### src/logic/fetch_pkg.sv
////////////////////////////////////////////////////////////////////////////
// fetch front end constants
// address and tag widths, the default boot address and the pc steps
// used for word and halfword sequencing
////////////////////////////////////////////////////////////////////////////

package fetch_pkg;

    // byte address width of pc and memory
    localparam int ADDR_W = 32;

    // redirect epoch counter width
    localparam int TAG_W = 3;

    // default first fetch address, top level may override
    localparam logic [ADDR_W-1:0] RESET_PC = 32'h0000_0000;

    ////////////////////////////////////////////////////////////////////////////
    // pc steps
    ////////////////////////////////////////////////////////////////////////////

    // one compressed instruction
    localparam logic [ADDR_W-1:0] HALF_STEP = 2;

    // one memory word or one full instruction
    localparam logic [ADDR_W-1:0] WORD_STEP = 4;

    // clears the halfword select and byte bits of a pc
    localparam logic [ADDR_W-1:0] WORD_MASK = {{(ADDR_W-2){1'b1}}, 2'b00};

endpackage

### src/logic/rv_isa_pkg.sv
////////////////////////////////////////////////////////////////////////////
// rv32ic instruction encodings
// word view shared by the aligner and the expander, the base opcodes
// and funct fields of the expanded forms, and the compressed quadrant
// and funct3 values that select the supported c forms
////////////////////////////////////////////////////////////////////////////

package rv_isa_pkg;

    // one fetched word, seen whole or as two halfwords
    typedef union packed {
        logic [31:0] full;
        struct packed {
            logic [15:0] hi;
            logic [15:0] lo;
        } half;
    } instr_word_u;

    // base opcodes built by the expander
    localparam logic [6:0] OPC_OP_IMM = 7'b0010011;
    localparam logic [6:0] OPC_OP     = 7'b0110011;
    localparam logic [6:0] OPC_JAL    = 7'b1101111;

    // funct fields of addi and add
    localparam logic [2:0] F3_ADDI = 3'b000;
    localparam logic [2:0] F3_ADD  = 3'b000;
    localparam logic [6:0] F7_ADD  = 7'b0000000;
    localparam logic [4:0] REG_X0  = 5'd0;

    // compressed quadrants and funct3 codes
    localparam logic [1:0] CQ1         = 2'b01;
    localparam logic [1:0] CQ2         = 2'b10;
    localparam logic [2:0] C_F3_ADDI   = 3'b000;
    localparam logic [2:0] C_F3_LI     = 3'b010;
    localparam logic [2:0] C_F3_J      = 3'b101;
    localparam logic [2:0] C_F3_MV_ADD = 3'b100;

    // 32-bit encodings end in 2'b11, anything else is a c instruction
    function automatic logic is_compressed(input logic [15:0] half);
        return half[1:0] != 2'b11;
    endfunction

endpackage

### src/logic/c_expand.sv
////////////////////////////////////////////////////////////////////////////
// compressed instruction expander
// one register stage that rewrites c.addi, c.li, c.mv, c.add and c.j
// into base encodings, passes full instructions through and flags
// every other compressed halfword as illegal
////////////////////////////////////////////////////////////////////////////

`timescale 1ns/10ps

module c_expand (
    input  logic                         clk,
    input  logic                         reset_n,
    input  logic                         stall_i,
    input  logic                         redirect_i,
    input  logic                         al_valid_i,
    input  logic [fetch_pkg::ADDR_W-1:0] al_pc_i,
    input  rv_isa_pkg::instr_word_u      al_word_i,
    input  logic                         al_compressed_i,
    input  logic [fetch_pkg::TAG_W-1:0]  al_tag_i,
    output logic                         inst_valid_o,
    output logic [fetch_pkg::ADDR_W-1:0] inst_pc_o,
    output logic [31:0]                  inst_o,
    output logic                         compressed_o,
    output logic                         illegal_o,
    output logic [fetch_pkg::TAG_W-1:0]  tag_o
);

    import rv_isa_pkg::*;

    logic [15:0] c_half;
    logic [4:0]  c_rd;
    logic [4:0]  c_rs2;
    logic [11:0] ci_imm;
    logic [20:0] cj_off;
    logic [31:0] exp_word;
    logic        exp_illegal;
    logic        inst_valid_q;

    assign c_half = al_word_i.half.lo;
    assign c_rd   = c_half[11:7];
    assign c_rs2  = c_half[6:2];

    // ci immediate, sign from bit 12
    assign ci_imm = {{6{c_half[12]}}, c_half[12], c_half[6:2]};

    // cj offset unscrambled, bit 0 always zero
    assign cj_off = {{10{c_half[12]}}, c_half[8], c_half[10:9], c_half[6], c_half[7],
                     c_half[2], c_half[11], c_half[5:3], 1'b0};

    always_comb begin
        exp_word    = '0;
        exp_illegal = 1'b0;
        if (!al_compressed_i) begin
            exp_word = al_word_i.full;
        end else begin
            case ({c_half[1:0], c_half[15:13]})
                {CQ1, C_F3_ADDI}: exp_word = {ci_imm, c_rd, F3_ADDI, c_rd, OPC_OP_IMM};
                {CQ1, C_F3_LI}:   exp_word = {ci_imm, REG_X0, F3_ADDI, c_rd, OPC_OP_IMM};
                {CQ1, C_F3_J}: begin
                    exp_word = {cj_off[20], cj_off[10:1], cj_off[11], cj_off[19:12],
                                REG_X0, OPC_JAL};
                end
                {CQ2, C_F3_MV_ADD}: begin
                    // rs2 of x0 means c.jr, c.jalr or c.ebreak
                    if (c_rs2 == REG_X0) begin
                        exp_illegal = 1'b1;
                    end else if (c_half[12]) begin
                        exp_word = {F7_ADD, c_rs2, c_rd, F3_ADD, c_rd, OPC_OP};
                    end else begin
                        exp_word = {F7_ADD, c_rs2, REG_X0, F3_ADD, c_rd, OPC_OP};
                    end
                end
                default: exp_illegal = 1'b1;
            endcase
        end
    end

    // held result shows once, on the first cycle out of stall
    assign inst_valid_o = inst_valid_q & ~stall_i;

    always_ff @(posedge clk or negedge reset_n) begin
        if (!reset_n) begin
            inst_valid_q <= 1'b0;
        end else if (redirect_i) begin
            inst_valid_q <= 1'b0;
        end else if (!stall_i) begin
            inst_valid_q <= al_valid_i;
        end
    end

    always_ff @(posedge clk) begin
        if (!stall_i && al_valid_i) begin
            inst_pc_o    <= al_pc_i;
            inst_o       <= exp_word;
            compressed_o <= al_compressed_i;
            illegal_o    <= exp_illegal;
            tag_o        <= al_tag_i;
        end
    end

endmodule

### src/logic/fetch_top.sv
////////////////////////////////////////////////////////////////////////////
// rv32ic fetch front end
// fetch, align and expand in a chain, boot address passed down
////////////////////////////////////////////////////////////////////////////

`timescale 1ns/10ps

module fetch_top #(
    parameter logic [fetch_pkg::ADDR_W-1:0] BOOT_ADDR = fetch_pkg::RESET_PC
) (
    input  logic                         clk,
    input  logic                         reset_n,
    input  logic                         stall_i,
    input  logic                         redirect_i,
    input  logic [fetch_pkg::ADDR_W-1:0] redirect_pc_i,
    output logic                         mem_req_o,
    output logic [fetch_pkg::ADDR_W-1:0] mem_addr_o,
    input  logic [31:0]                  mem_rdata_i,
    output logic                         inst_valid_o,
    output logic [fetch_pkg::ADDR_W-1:0] inst_pc_o,
    output logic [31:0]                  inst_o,
    output logic                         compressed_o,
    output logic                         illegal_o,
    output logic [fetch_pkg::TAG_W-1:0]  tag_o
);

    import fetch_pkg::*;
    import rv_isa_pkg::*;

    // fetch to aligner
    logic              word_valid;
    logic              word_first;
    logic [ADDR_W-1:0] word_pc;
    logic [31:0]       word_data;
    logic [TAG_W-1:0]  word_tag;
    logic              align_hold;

    // aligner to expander
    logic              al_valid;
    logic [ADDR_W-1:0] al_pc;
    instr_word_u       al_word;
    logic              al_compressed;
    logic [TAG_W-1:0]  al_tag;

    fetch_unit #(
        .BOOT_ADDR(BOOT_ADDR)
    ) fetch_unit_i (
        .clk          (clk),
        .reset_n      (reset_n),
        .stall_i      (stall_i),
        .redirect_i   (redirect_i),
        .redirect_pc_i(redirect_pc_i),
        .align_hold_i (align_hold),
        .mem_rdata_i  (mem_rdata_i),
        .mem_req_o    (mem_req_o),
        .mem_addr_o   (mem_addr_o),
        .word_valid_o (word_valid),
        .word_first_o (word_first),
        .word_pc_o    (word_pc),
        .word_data_o  (word_data),
        .word_tag_o   (word_tag)
    );

    inst_align inst_align_i (
        .clk            (clk),
        .reset_n        (reset_n),
        .stall_i        (stall_i),
        .redirect_i     (redirect_i),
        .word_valid_i   (word_valid),
        .word_first_i   (word_first),
        .word_pc_i      (word_pc),
        .word_data_i    (word_data),
        .word_tag_i     (word_tag),
        .align_hold_o   (align_hold),
        .al_valid_o     (al_valid),
        .al_pc_o        (al_pc),
        .al_word_o      (al_word),
        .al_compressed_o(al_compressed),
        .al_tag_o       (al_tag)
    );

    c_expand c_expand_i (
        .clk            (clk),
        .reset_n        (reset_n),
        .stall_i        (stall_i),
        .redirect_i     (redirect_i),
        .al_valid_i     (al_valid),
        .al_pc_i        (al_pc),
        .al_word_i      (al_word),
        .al_compressed_i(al_compressed),
        .al_tag_i       (al_tag),
        .inst_valid_o   (inst_valid_o),
        .inst_pc_o      (inst_pc_o),
        .inst_o         (inst_o),
        .compressed_o   (compressed_o),
        .illegal_o      (illegal_o),
        .tag_o          (tag_o)
    );

endmodule

### src/logic/fetch_unit.sv
////////////////////////////////////////////////////////////////////////////
// word fetch sequencer
// issues one word read per cycle to a one-cycle synchronous memory,
// pairs each response with its pc, drops reads older than a redirect
// and parks a response that lands while the front end is held
////////////////////////////////////////////////////////////////////////////

`timescale 1ns/10ps

module fetch_unit #(
    parameter logic [fetch_pkg::ADDR_W-1:0] BOOT_ADDR = fetch_pkg::RESET_PC
) (
    input  logic                         clk,
    input  logic                         reset_n,
    input  logic                         stall_i,
    input  logic                         redirect_i,
    input  logic [fetch_pkg::ADDR_W-1:0] redirect_pc_i,
    input  logic                         align_hold_i,
    input  logic [31:0]                  mem_rdata_i,
    output logic                         mem_req_o,
    output logic [fetch_pkg::ADDR_W-1:0] mem_addr_o,
    output logic                         word_valid_o,
    output logic                         word_first_o,
    output logic [fetch_pkg::ADDR_W-1:0] word_pc_o,
    output logic [31:0]                  word_data_o,
    output logic [fetch_pkg::TAG_W-1:0]  word_tag_o
);

    import fetch_pkg::*;

    logic              started_q;
    logic [ADDR_W-1:0] pc_q;
    logic              first_q;
    logic [TAG_W-1:0]  tag_q;
    logic              out_valid_q;
    logic [ADDR_W-1:0] out_pc_q;
    logic              out_first_q;
    logic              skid_valid_q;
    logic [31:0]       skid_data_q;
    logic              held;

    // stall or an unissued compressed halfword in the aligner
    assign held = stall_i | align_hold_i;

    // no read in a held or redirect cycle
    assign mem_req_o  = started_q & ~held & ~redirect_i;
    assign mem_addr_o = pc_q & WORD_MASK;

    // skid word goes first, it is older than any new read
    assign word_valid_o = (out_valid_q | skid_valid_q) & ~held & ~redirect_i;
    assign word_data_o  = skid_valid_q ? skid_data_q : mem_rdata_i;
    assign word_pc_o    = out_pc_q;
    assign word_first_o = out_first_q;
    // older epochs never get through, so the live tag is the word's tag
    assign word_tag_o   = tag_q;

    always_ff @(posedge clk or negedge reset_n) begin
        if (!reset_n) begin
            started_q    <= 1'b0;
            pc_q         <= BOOT_ADDR;
            first_q      <= 1'b1;
            tag_q        <= '0;
            out_valid_q  <= 1'b0;
            skid_valid_q <= 1'b0;
        end else begin
            started_q <= 1'b1;
            if (redirect_i) begin
                // new epoch, reads in flight are dropped
                pc_q         <= redirect_pc_i;
                first_q      <= 1'b1;
                tag_q        <= tag_q + 1'b1;
                out_valid_q  <= 1'b0;
                skid_valid_q <= 1'b0;
            end else begin
                out_valid_q  <= mem_req_o;
                // a held word stays parked, otherwise it was consumed
                skid_valid_q <= held & (skid_valid_q | out_valid_q);
                if (mem_req_o) begin
                    pc_q    <= (pc_q & WORD_MASK) + WORD_STEP;
                    first_q <= 1'b0;
                end
            end
        end
    end

    // pc of the outstanding read and the parked response word
    always_ff @(posedge clk) begin
        if (mem_req_o) begin
            out_pc_q    <= pc_q;
            out_first_q <= first_q;
        end
        if (out_valid_q && held) begin
            skid_data_q <= mem_rdata_i;
        end
    end

endmodule

### src/logic/inst_align.sv
////////////////////////////////////////////////////////////////////////////
// instruction aligner
// cuts halfword-granular instructions out of the word stream and
// registers at most one per cycle, joining full instructions that
// straddle two words and draining a second compressed halfword alone
////////////////////////////////////////////////////////////////////////////

`timescale 1ns/10ps

module inst_align (
    input  logic                         clk,
    input  logic                         reset_n,
    input  logic                         stall_i,
    input  logic                         redirect_i,
    input  logic                         word_valid_i,
    input  logic                         word_first_i,
    input  logic [fetch_pkg::ADDR_W-1:0] word_pc_i,
    input  logic [31:0]                  word_data_i,
    input  logic [fetch_pkg::TAG_W-1:0]  word_tag_i,
    output logic                         align_hold_o,
    output logic                         al_valid_o,
    output logic [fetch_pkg::ADDR_W-1:0] al_pc_o,
    output rv_isa_pkg::instr_word_u      al_word_o,
    output logic                         al_compressed_o,
    output logic [fetch_pkg::TAG_W-1:0]  al_tag_o
);

    import fetch_pkg::*;
    import rv_isa_pkg::*;

    logic              pend_valid_q;
    logic [15:0]       pend_half_q;
    logic [ADDR_W-1:0] next_pc_q;
    instr_word_u       in_word;
    logic [ADDR_W-1:0] cur_pc;
    logic              issue;
    logic [ADDR_W-1:0] iss_pc;
    instr_word_u       iss_word;
    logic              iss_comp;
    logic              pend_nxt_v;
    logic [15:0]       pend_nxt_h;
    logic [ADDR_W-1:0] pc_nxt;

    assign in_word = word_data_i;

    // first word after a redirect carries the exact target pc
    assign cur_pc = word_first_i ? word_pc_i : next_pc_q;

    // a complete compressed halfword is waiting, next word must not come
    assign align_hold_o = pend_valid_q & is_compressed(pend_half_q);

    ////////////////////////////////////////////////////////////////////////////
    // next instruction select
    ////////////////////////////////////////////////////////////////////////////

    always_comb begin
        issue      = 1'b0;
        iss_pc     = cur_pc;
        iss_word   = '0;
        iss_comp   = 1'b0;
        pend_nxt_v = pend_valid_q;
        pend_nxt_h = pend_half_q;
        pc_nxt     = next_pc_q;
        if (align_hold_o) begin
            // leftover compressed upper half, no word arrives this cycle
            issue             = 1'b1;
            iss_pc            = next_pc_q;
            iss_word.half.lo  = pend_half_q;
            iss_comp          = 1'b1;
            pend_nxt_v        = 1'b0;
            pc_nxt            = next_pc_q + HALF_STEP;
        end else if (word_valid_i) begin
            if (pend_valid_q) begin
                // straddling full instruction
                issue            = 1'b1;
                iss_pc           = next_pc_q;
                iss_word.half.hi = in_word.half.lo;
                iss_word.half.lo = pend_half_q;
                pend_nxt_h       = in_word.half.hi;
                pc_nxt           = next_pc_q + WORD_STEP;
            end else if (word_first_i && word_pc_i[1]) begin
                // target in upper half, lower half skipped
                if (is_compressed(in_word.half.hi)) begin
                    issue            = 1'b1;
                    iss_word.half.lo = in_word.half.hi;
                    iss_comp         = 1'b1;
                    pc_nxt           = cur_pc + HALF_STEP;
                end else begin
                    // full instruction, wait for its upper half
                    pend_nxt_v = 1'b1;
                    pend_nxt_h = in_word.half.hi;
                    pc_nxt     = cur_pc;
                end
            end else if (is_compressed(in_word.half.lo)) begin
                // upper half kept for the next cycle
                issue            = 1'b1;
                iss_word.half.lo = in_word.half.lo;
                iss_comp         = 1'b1;
                pend_nxt_v       = 1'b1;
                pend_nxt_h       = in_word.half.hi;
                pc_nxt           = cur_pc + HALF_STEP;
            end else begin
                // aligned full instruction
                issue    = 1'b1;
                iss_word = in_word;
                pc_nxt   = cur_pc + WORD_STEP;
            end
        end
    end

    ////////////////////////////////////////////////////////////////////////////
    // state and output register
    ////////////////////////////////////////////////////////////////////////////

    always_ff @(posedge clk or negedge reset_n) begin
        if (!reset_n) begin
            pend_valid_q <= 1'b0;
            next_pc_q    <= '0;
            al_valid_o   <= 1'b0;
        end else if (redirect_i) begin
            pend_valid_q <= 1'b0;
            al_valid_o   <= 1'b0;
        end else if (!stall_i) begin
            pend_valid_q <= pend_nxt_v;
            next_pc_q    <= pc_nxt;
            al_valid_o   <= issue;
        end
    end

    always_ff @(posedge clk) begin
        if (!stall_i) begin
            pend_half_q <= pend_nxt_h;
            if (issue) begin
                al_pc_o         <= iss_pc;
                al_word_o       <= iss_word;
                al_compressed_o <= iss_comp;
                al_tag_o        <= word_tag_i;
            end
        end
    end

endmodule

### config.mk
export PLATFORM = sky130hd
export DESIGN_NAME = fetch_top
export DESIGN_NICKNAME = d
export VERILOG_FILES = /design/src/logic/fetch_pkg.sv /design/src/logic/rv_isa_pkg.sv /design/src/logic/c_expand.sv /design/src/logic/fetch_top.sv /design/src/logic/fetch_unit.sv /design/src/logic/inst_align.sv
export SDC_FILE = /design/constraint.sdc
export NUM_CORES = 1
export LEC_CHECK = 0
export ABC_AREA = 1
export BUFFER_PORTS_ARGS = -buffer_cell sky130_fd_sc_hd__buf_2
export CORE_ASPECT_RATIO = 1.1
export CORE_UTILIZATION = 40
export DETAILED_ROUTE_END_ITERATION = 8
export PLACE_DENSITY = 0.65
export SLEW_MARGIN = 20
export SYNTH_ARGS = -nofsm -noshare
export SYNTH_HDL_FRONTEND = slang
export SYNTH_HIERARCHICAL = 1
export SYNTH_SLANG_ARGS = --single-unit
### constraint.sdc
create_clock -name clk -period 11.47 [get_ports clk]
set_input_delay 1.7205 -clock clk [delete_from_list [all_inputs] [get_ports clk]]
set_output_delay 1.7205 -clock clk [all_outputs]
set_load 0.02 [all_outputs]
# == Yosys cells after proc, flatten, opt, wreduce, memory -nomap -nowiden ==
# Index checks and enable logic that the tools add are counted.
# op_classes
add_sub_neg,6
n_eq_ne,9
n_mux,54
bitwise_logic,14
n_reduce_logical,15
# op_table
op,n
32-bit two-way mux,15
16-bit two-way mux,10
32-bit case mux with 4 select lines,1
32-bit by 3-bit adder with 32-bit output (second input constant),3
32-bit by 2-bit adder with 32-bit output (second input constant),2
1-bit two-way mux,25
25-bit two-way mux,1
20-bit two-way mux,1
5-bit by 4-bit equality test with 1-bit output (second input constant),3
1-bit bitwise AND,7
2-bit != test (second input constant),3
3-bit nonzero test,2
5-bit equality test (second input constant),1
5-bit logical NOT,1
1-bit NOT,5
5-bit AND reduction,1
2-bit AND reduction,2
2-bit nonzero test,2
3-bit by 1-bit adder with 3-bit output (second input constant),1
1-bit logical AND,3
3-bit by 2-bit != test with 1-bit output (second input constant),1
3-bit AND reduction,1
3-bit OR reduction,1
2-bit by 1-bit != test with 1-bit output (second input constant),1
other kinds (4),5
# totals
regBits,292
input_bits,68
out_inout_bits,103
wordCells,122

# == Longest topological paths before layout ==
# logic_depth
word_depth,10
ltp_mapped,17
ltp_nobuf,16

# == Modules after synthesis ==
# Netlist, hierarchy kept.
# modules_own_cells
module,n_inst,cells_each,area_each_um2,seq_area_each_um2
inst_align,1,1254,8678.3,3373.2
fetch_unit,1,500,5137.4,2929.1
c_expand,1,215,2796.4,2097.0

# == Worst setup path before layout ==
# OpenSTA, ideal clock, no wires.
# synth_timing
path_type,input-to-reg
from,input redirect_i
to,register inst_align_i.al_compressed_o (enable)
setup_time_ns,0.496
arrival_time_ns,5.579
t_required_ns,10.974
path_slack_ns,5.395
path_stages,5
n_path_buf,2
path_cell_list,buf_2 > clkbuf_1 > nor4_1 > o21bai_1 > nor2_1
# synth_between
elab_chain_len,5
# synth_rtl
element,line_no,rtl
"start, declared",fetch_top.sv:14,"input logic redirect_i,"
1-bit NOT (no source line),n/a,
1-bit bitwise AND,fetch_unit.sv:50,assign word_valid_o = (out_valid_q | skid_valid_q) & ~held & ~redirect_i;
via word_valid,fetch_top.sv:31,logic word_valid;
1-bit two-way mux,inst_align.sv:72,end else if (word_valid_i) begin
1-bit two-way mux,inst_align.sv:64,if (align_hold_o) begin
2-bit AND reduction (no source line),n/a,
"end signal, assigned",inst_align.sv:136,al_compressed_o <= iss_comp;
"end, declared",inst_align.sv:24,"output logic al_compressed_o,"
# The timed path passes the listed nets, and every way through them passes these cells.
# A chain may end at the register's enable or synchronous reset.

# == Final worst setup path ==
# layout_timing
from,register inst_align_i.pend_half_q[0]
to,output mem_req_o
# layout_between
elab_chain_len,6
# layout_rtl
element,line_no,rtl
"start, declared",inst_align.sv:32,logic [15:0] pend_half_q;
"start signal, assigned",inst_align.sv:132,pend_half_q <= pend_nxt_h;
2-bit != test,rv_isa_pkg.sv:40,return half[1:0] != 2'b11;
1-bit bitwise AND,inst_align.sv:50,assign align_hold_o = pend_valid_q & is_compressed(pend_half_q);
via align_hold,fetch_top.sv:36,logic align_hold;
1-bit bitwise OR,fetch_unit.sv:43,assign held = stall_i | align_hold_i;
1-bit NOT,fetch_unit.sv:46,assign mem_req_o = started_q & ~held & ~redirect_i;
1-bit bitwise AND (2 in series),fetch_unit.sv:46,
"end, declared",fetch_top.sv:16,"output logic mem_req_o,"
# The timed path passes the listed nets, and every way through them passes these cells.

==> impl_metrics.yaml <==
worst_setup_path:
  critPathSlowestCell: "nor2_2"
  path_class: "reg -> out"
  cp_max_fo: 16
  startpoint_type: "flop"
  crit_top_cell: "nor2_2"
  worst_setup_path_end_kind: "output pin"
  cp.required_ns: 9.75
  worstPathCellList: "nand2_1 -> inv_2 -> nor2_2 -> nor2_2 -> nand2_2 -> nor2_8 -> buf_2"
  crit_buf_inv: 2
  cp_top_family: "simple AND/OR/NAND/NOR gates"
  cp.arrival_ns: 2.91
  slowest_delay_ns: 0.76
synth:
  synthCells: 1969
  async_reset_ff_frac: 0.253
  yosysWarnings: 6
  synthFlopType: "edfxtp_1"
  ys_types: 59
  synth_edf_count: 218
  synth_seq_cells: 292
  yosysSeqAreaShare: 0.506
  avgSynthCellArea_sq_um: 8.44
  syn_area_sq_um: 16600
global_routing:
  grt-ovfl-total: 0
  antenna_found_initial: 1
  grt_pass1_vias: 13200
  grt_util_all_layers: 0.245
  use_met1: 0.347
  grtUsageMet3: 0.0434
  met2_usage: 0.377
  grt_max_degree: 75
  grt_busiest_layer: "met2"
  grt_pass1_wl_mm: 79.6
sta:
  period_needed_ns: 4.63
  fmax_ghz: 0.216
  worstMarginPinSlew_ns: 1.10
  setup_viol: 0
  fin_crit_sh: 0.403
  hold_viol: 0
  slew_viol_final: 0
  max-slew-margin-rel: 0.265
  final.setup.tns_ns: 0
  rsz0062_at_grt: "no"
  clock_skew_ns: 0.0251
routing:
  drc: 0
  num_vias: 14400
  wire_per_inst_um: 19.5
  drt_first_pass_iters: 8
  drtIter0Drc: 1565
  drtAntennaViolNets: 0
  routed_via_density: 5.39
  wirelength_mm: 52.0
placed_design:
  dp_hpwl_mm: 37.8
  dp.cells: 2601
  gp_congestion: 1.00
  placement.io_buffers: 168
clocking:
  cts_buffer_depth: 3
  postCtsSetupBuffers: 0
  path_clk_slew_ns: 0.06
  clk_latency_ns: 0.54
  cts_resized: 0
  cts_inserted_buffers: 35
  htree_levels: 2
  cts_tree: "yes"
  cts_hold_buf: 0
  root_buffer: "clkbuf_16"
  cts.sinks: 292
layout:
  synthToLayoutAreaGrowth_pct: 13.2
  multiInputGateArea_sq_um: 6890
  nets: 2160
  drive_above_1_share: 0.180
  ff_latch_area_sq_um: 8400
  fin_cells: 2665
  finish.utilization: 0.464
  fillers: 3951
floorplan:
  die_area_sq_um: 42300
  core-area_sq_um: 40600
  dieHeight_um: 216
  die_w_um: 196
  start_util: 0.410
  rows: 77
  ios: 171
pwr:
  p_total_mw: 2.78
  p_leak_nw: 7.67
  ir_worst_vdd_uv: 86.0
  powerDensity_nw_per_um2: 148
outcome:
  status: "complete, no violations"
run:
  drv_cap: 0
hold_path:
  hp-class: "reg -> reg"
==> worst register-to-register path, cell delays in order (launching register included) <==
cell and delay [ns]:
dfrtp_1 0.39, inv_2 0.62, nor2_2 0.40, nor4_1 0.57, o21bai_1 0.26, nor2_2 0.13, buf_4 0.37, inv_2 0.39
nor2_1 0.44, nand2_1 0.10, o221ai_1 0.14
==> cells in the mapped netlist (all sizes together) (4+ instances only) <==
master	count	area (sq um)
a21oi	72	364
a22o	5	43.8
a22oi	5	37.5
a31oi	13	81.3
a32oi	11	96.3
buf	68	474
clkbuf	36	138
dfrtp	73	1830
edfxtp	218	6550
ha	7	87.6
inv	196	738
mux2	32	360
mux2i	5	50.1
nand2	617	2410
nand3	158	818
nand4	25	156
nor2	184	910
nor3	21	110
o211ai	13	97.6
o21ai	147	766
o221ai	4	35.0
o22ai	4	25.0
xnor2	4	35.0
xor2	21	184
==> state kept, by name (all words and copies together), names as in the netlist, 3 cells and up <==
register / cells
c_expand_i/inst_pc_o: 32
inst_align_i/pend_half_q: 16
inst_align_i/next_pc_q: 32
inst_align_i/al_word_o: 32
fetch_unit_i/word_tag_o: 3
c_expand_i/tag_o: 3
fetch_unit_i/pc_q: 32
inst_align_i/al_pc_o: 32
fetch_unit_i/skid_data_q: 32
c_expand_i/inst_o: 32
fetch_unit_i/word_pc_o: 32
inst_align_i/al_tag_o: 3
==> layer usage <==
metal	part of all wire	vias to the layer above
met5	0	-
met4	0.035	0
met3	0.095	113
met2	0.44	763
met1	0.43	6689
li1	-	6794
==> layout make-up <==
cell class,instances,share of cell area
Clock inverter,23,0.0108
Clock buffer,40,0.0486
Multi-Input combinational cell,1376,0.367
Inverter,198,0.0397
Timing Repair Buffer,182,0.0506
Sequential cell,292,0.447
Antenna cell,1,0.000133
Tap cell,553,0.0368
==> where the power goes <==
part           switching [mW]  internal, mW  total [mW]
combinational           0.263         0.119       0.382
clock                   0.457         0.624        1.08
sequential              0.114          1.20        1.31
total                   0.834          1.94        2.78
==> per-stage QoR <==
step / worst slack, ns / instance area [sq um] / hold WS (ns)
after floorplan: 5.39 / 16600 / 0.400
after global placement: 7.02 / 17700 / 0.405
after detailed placement: 6.95 / 17700 / 0.407
after CTS: 6.84 / 18800 / 0.416
after global routing: 6.74 / 18800 / 0.425
final: 6.84 / 18800 / 0.418
==> final timing paths <==
| check | start | end | slack [ns] | cells past startpoint |
|---|---|---|---|---|
| setup reg to reg | inst_align_i/pend_valid_q$_DFFE_PN0P_ | inst_align_i/next_pc_q[18]$_DFFE_PN0P_ | 7.57 | 10 |
| setup / recovery | inst_align_i/pend_half_q[0]$_DFFE_PP_ | mem_req_o | 6.84 | 7 |
| hold / removal | inst_align_i/al_pc_o[21]$_DFFE_PP_ | c_expand_i/inst_pc_o[21]$_DFFE_PP_ | 0.42 | 0 |
| hold reg to reg | inst_align_i/al_pc_o[21]$_DFFE_PP_ | c_expand_i/inst_pc_o[21]$_DFFE_PP_ | 0.42 | 0 |
| max in group asynchronous | reset_n | inst_align_i/next_pc_q[31]$_DFFE_PN0P_ | 9.68 | 1 |
| min in group asynchronous | reset_n | fetch_unit_i/pc_q[25]$_DFFE_PN0P_ | 1.20 | 1 |
==> logic make-up after synthesis <==
kind of cell,after synthesis,synth area share
buf+inv,302,0.0817
mux,37,0.0247
simple gates,1016,0.269
flops,292,0.506
other cells,2,0.000452
xor+xnor,25,0.0132
fa+ha+maj,7,0.00527
compound gates,288,0.0996
==> cells in the final DEF, fill, tap and decap left out, types with 4 or more instances in the layout <==
master	synthesis	routed
nand2_1	590	590
edfxtp_1	218	218
inv_1	181	181
buf_2	25	167
nand3_1	154	154
nor2_1	138	135
o21ai_0	109	109
dfrtp_1	73	73
a21oi_1	71	70
clkbuf_16	0	35
mux2_2	32	32
o21ai_1	30	30
nor2_2	27	28
nand4_1	25	25
nand2_2	22	22
xor2_1	21	21
nor3_1	20	20
nor2_4	18	20
inv_2	14	14
buf_4	35	14
a31oi_1	13	13
o211ai_1	13	13
a32oi_1	11	11
clkinv_1	2	8
o21ai_2	8	8
ha_1	7	7
clkinv_2	0	6
mux2i_1	5	5
nand2_4	5	5
a22o_1	5	5
a22oi_1	5	5
xnor2_1	4	4
o221ai_1	4	4
o22ai_1	4	4
No activity file was read; power rests on OpenSTA's default activity.
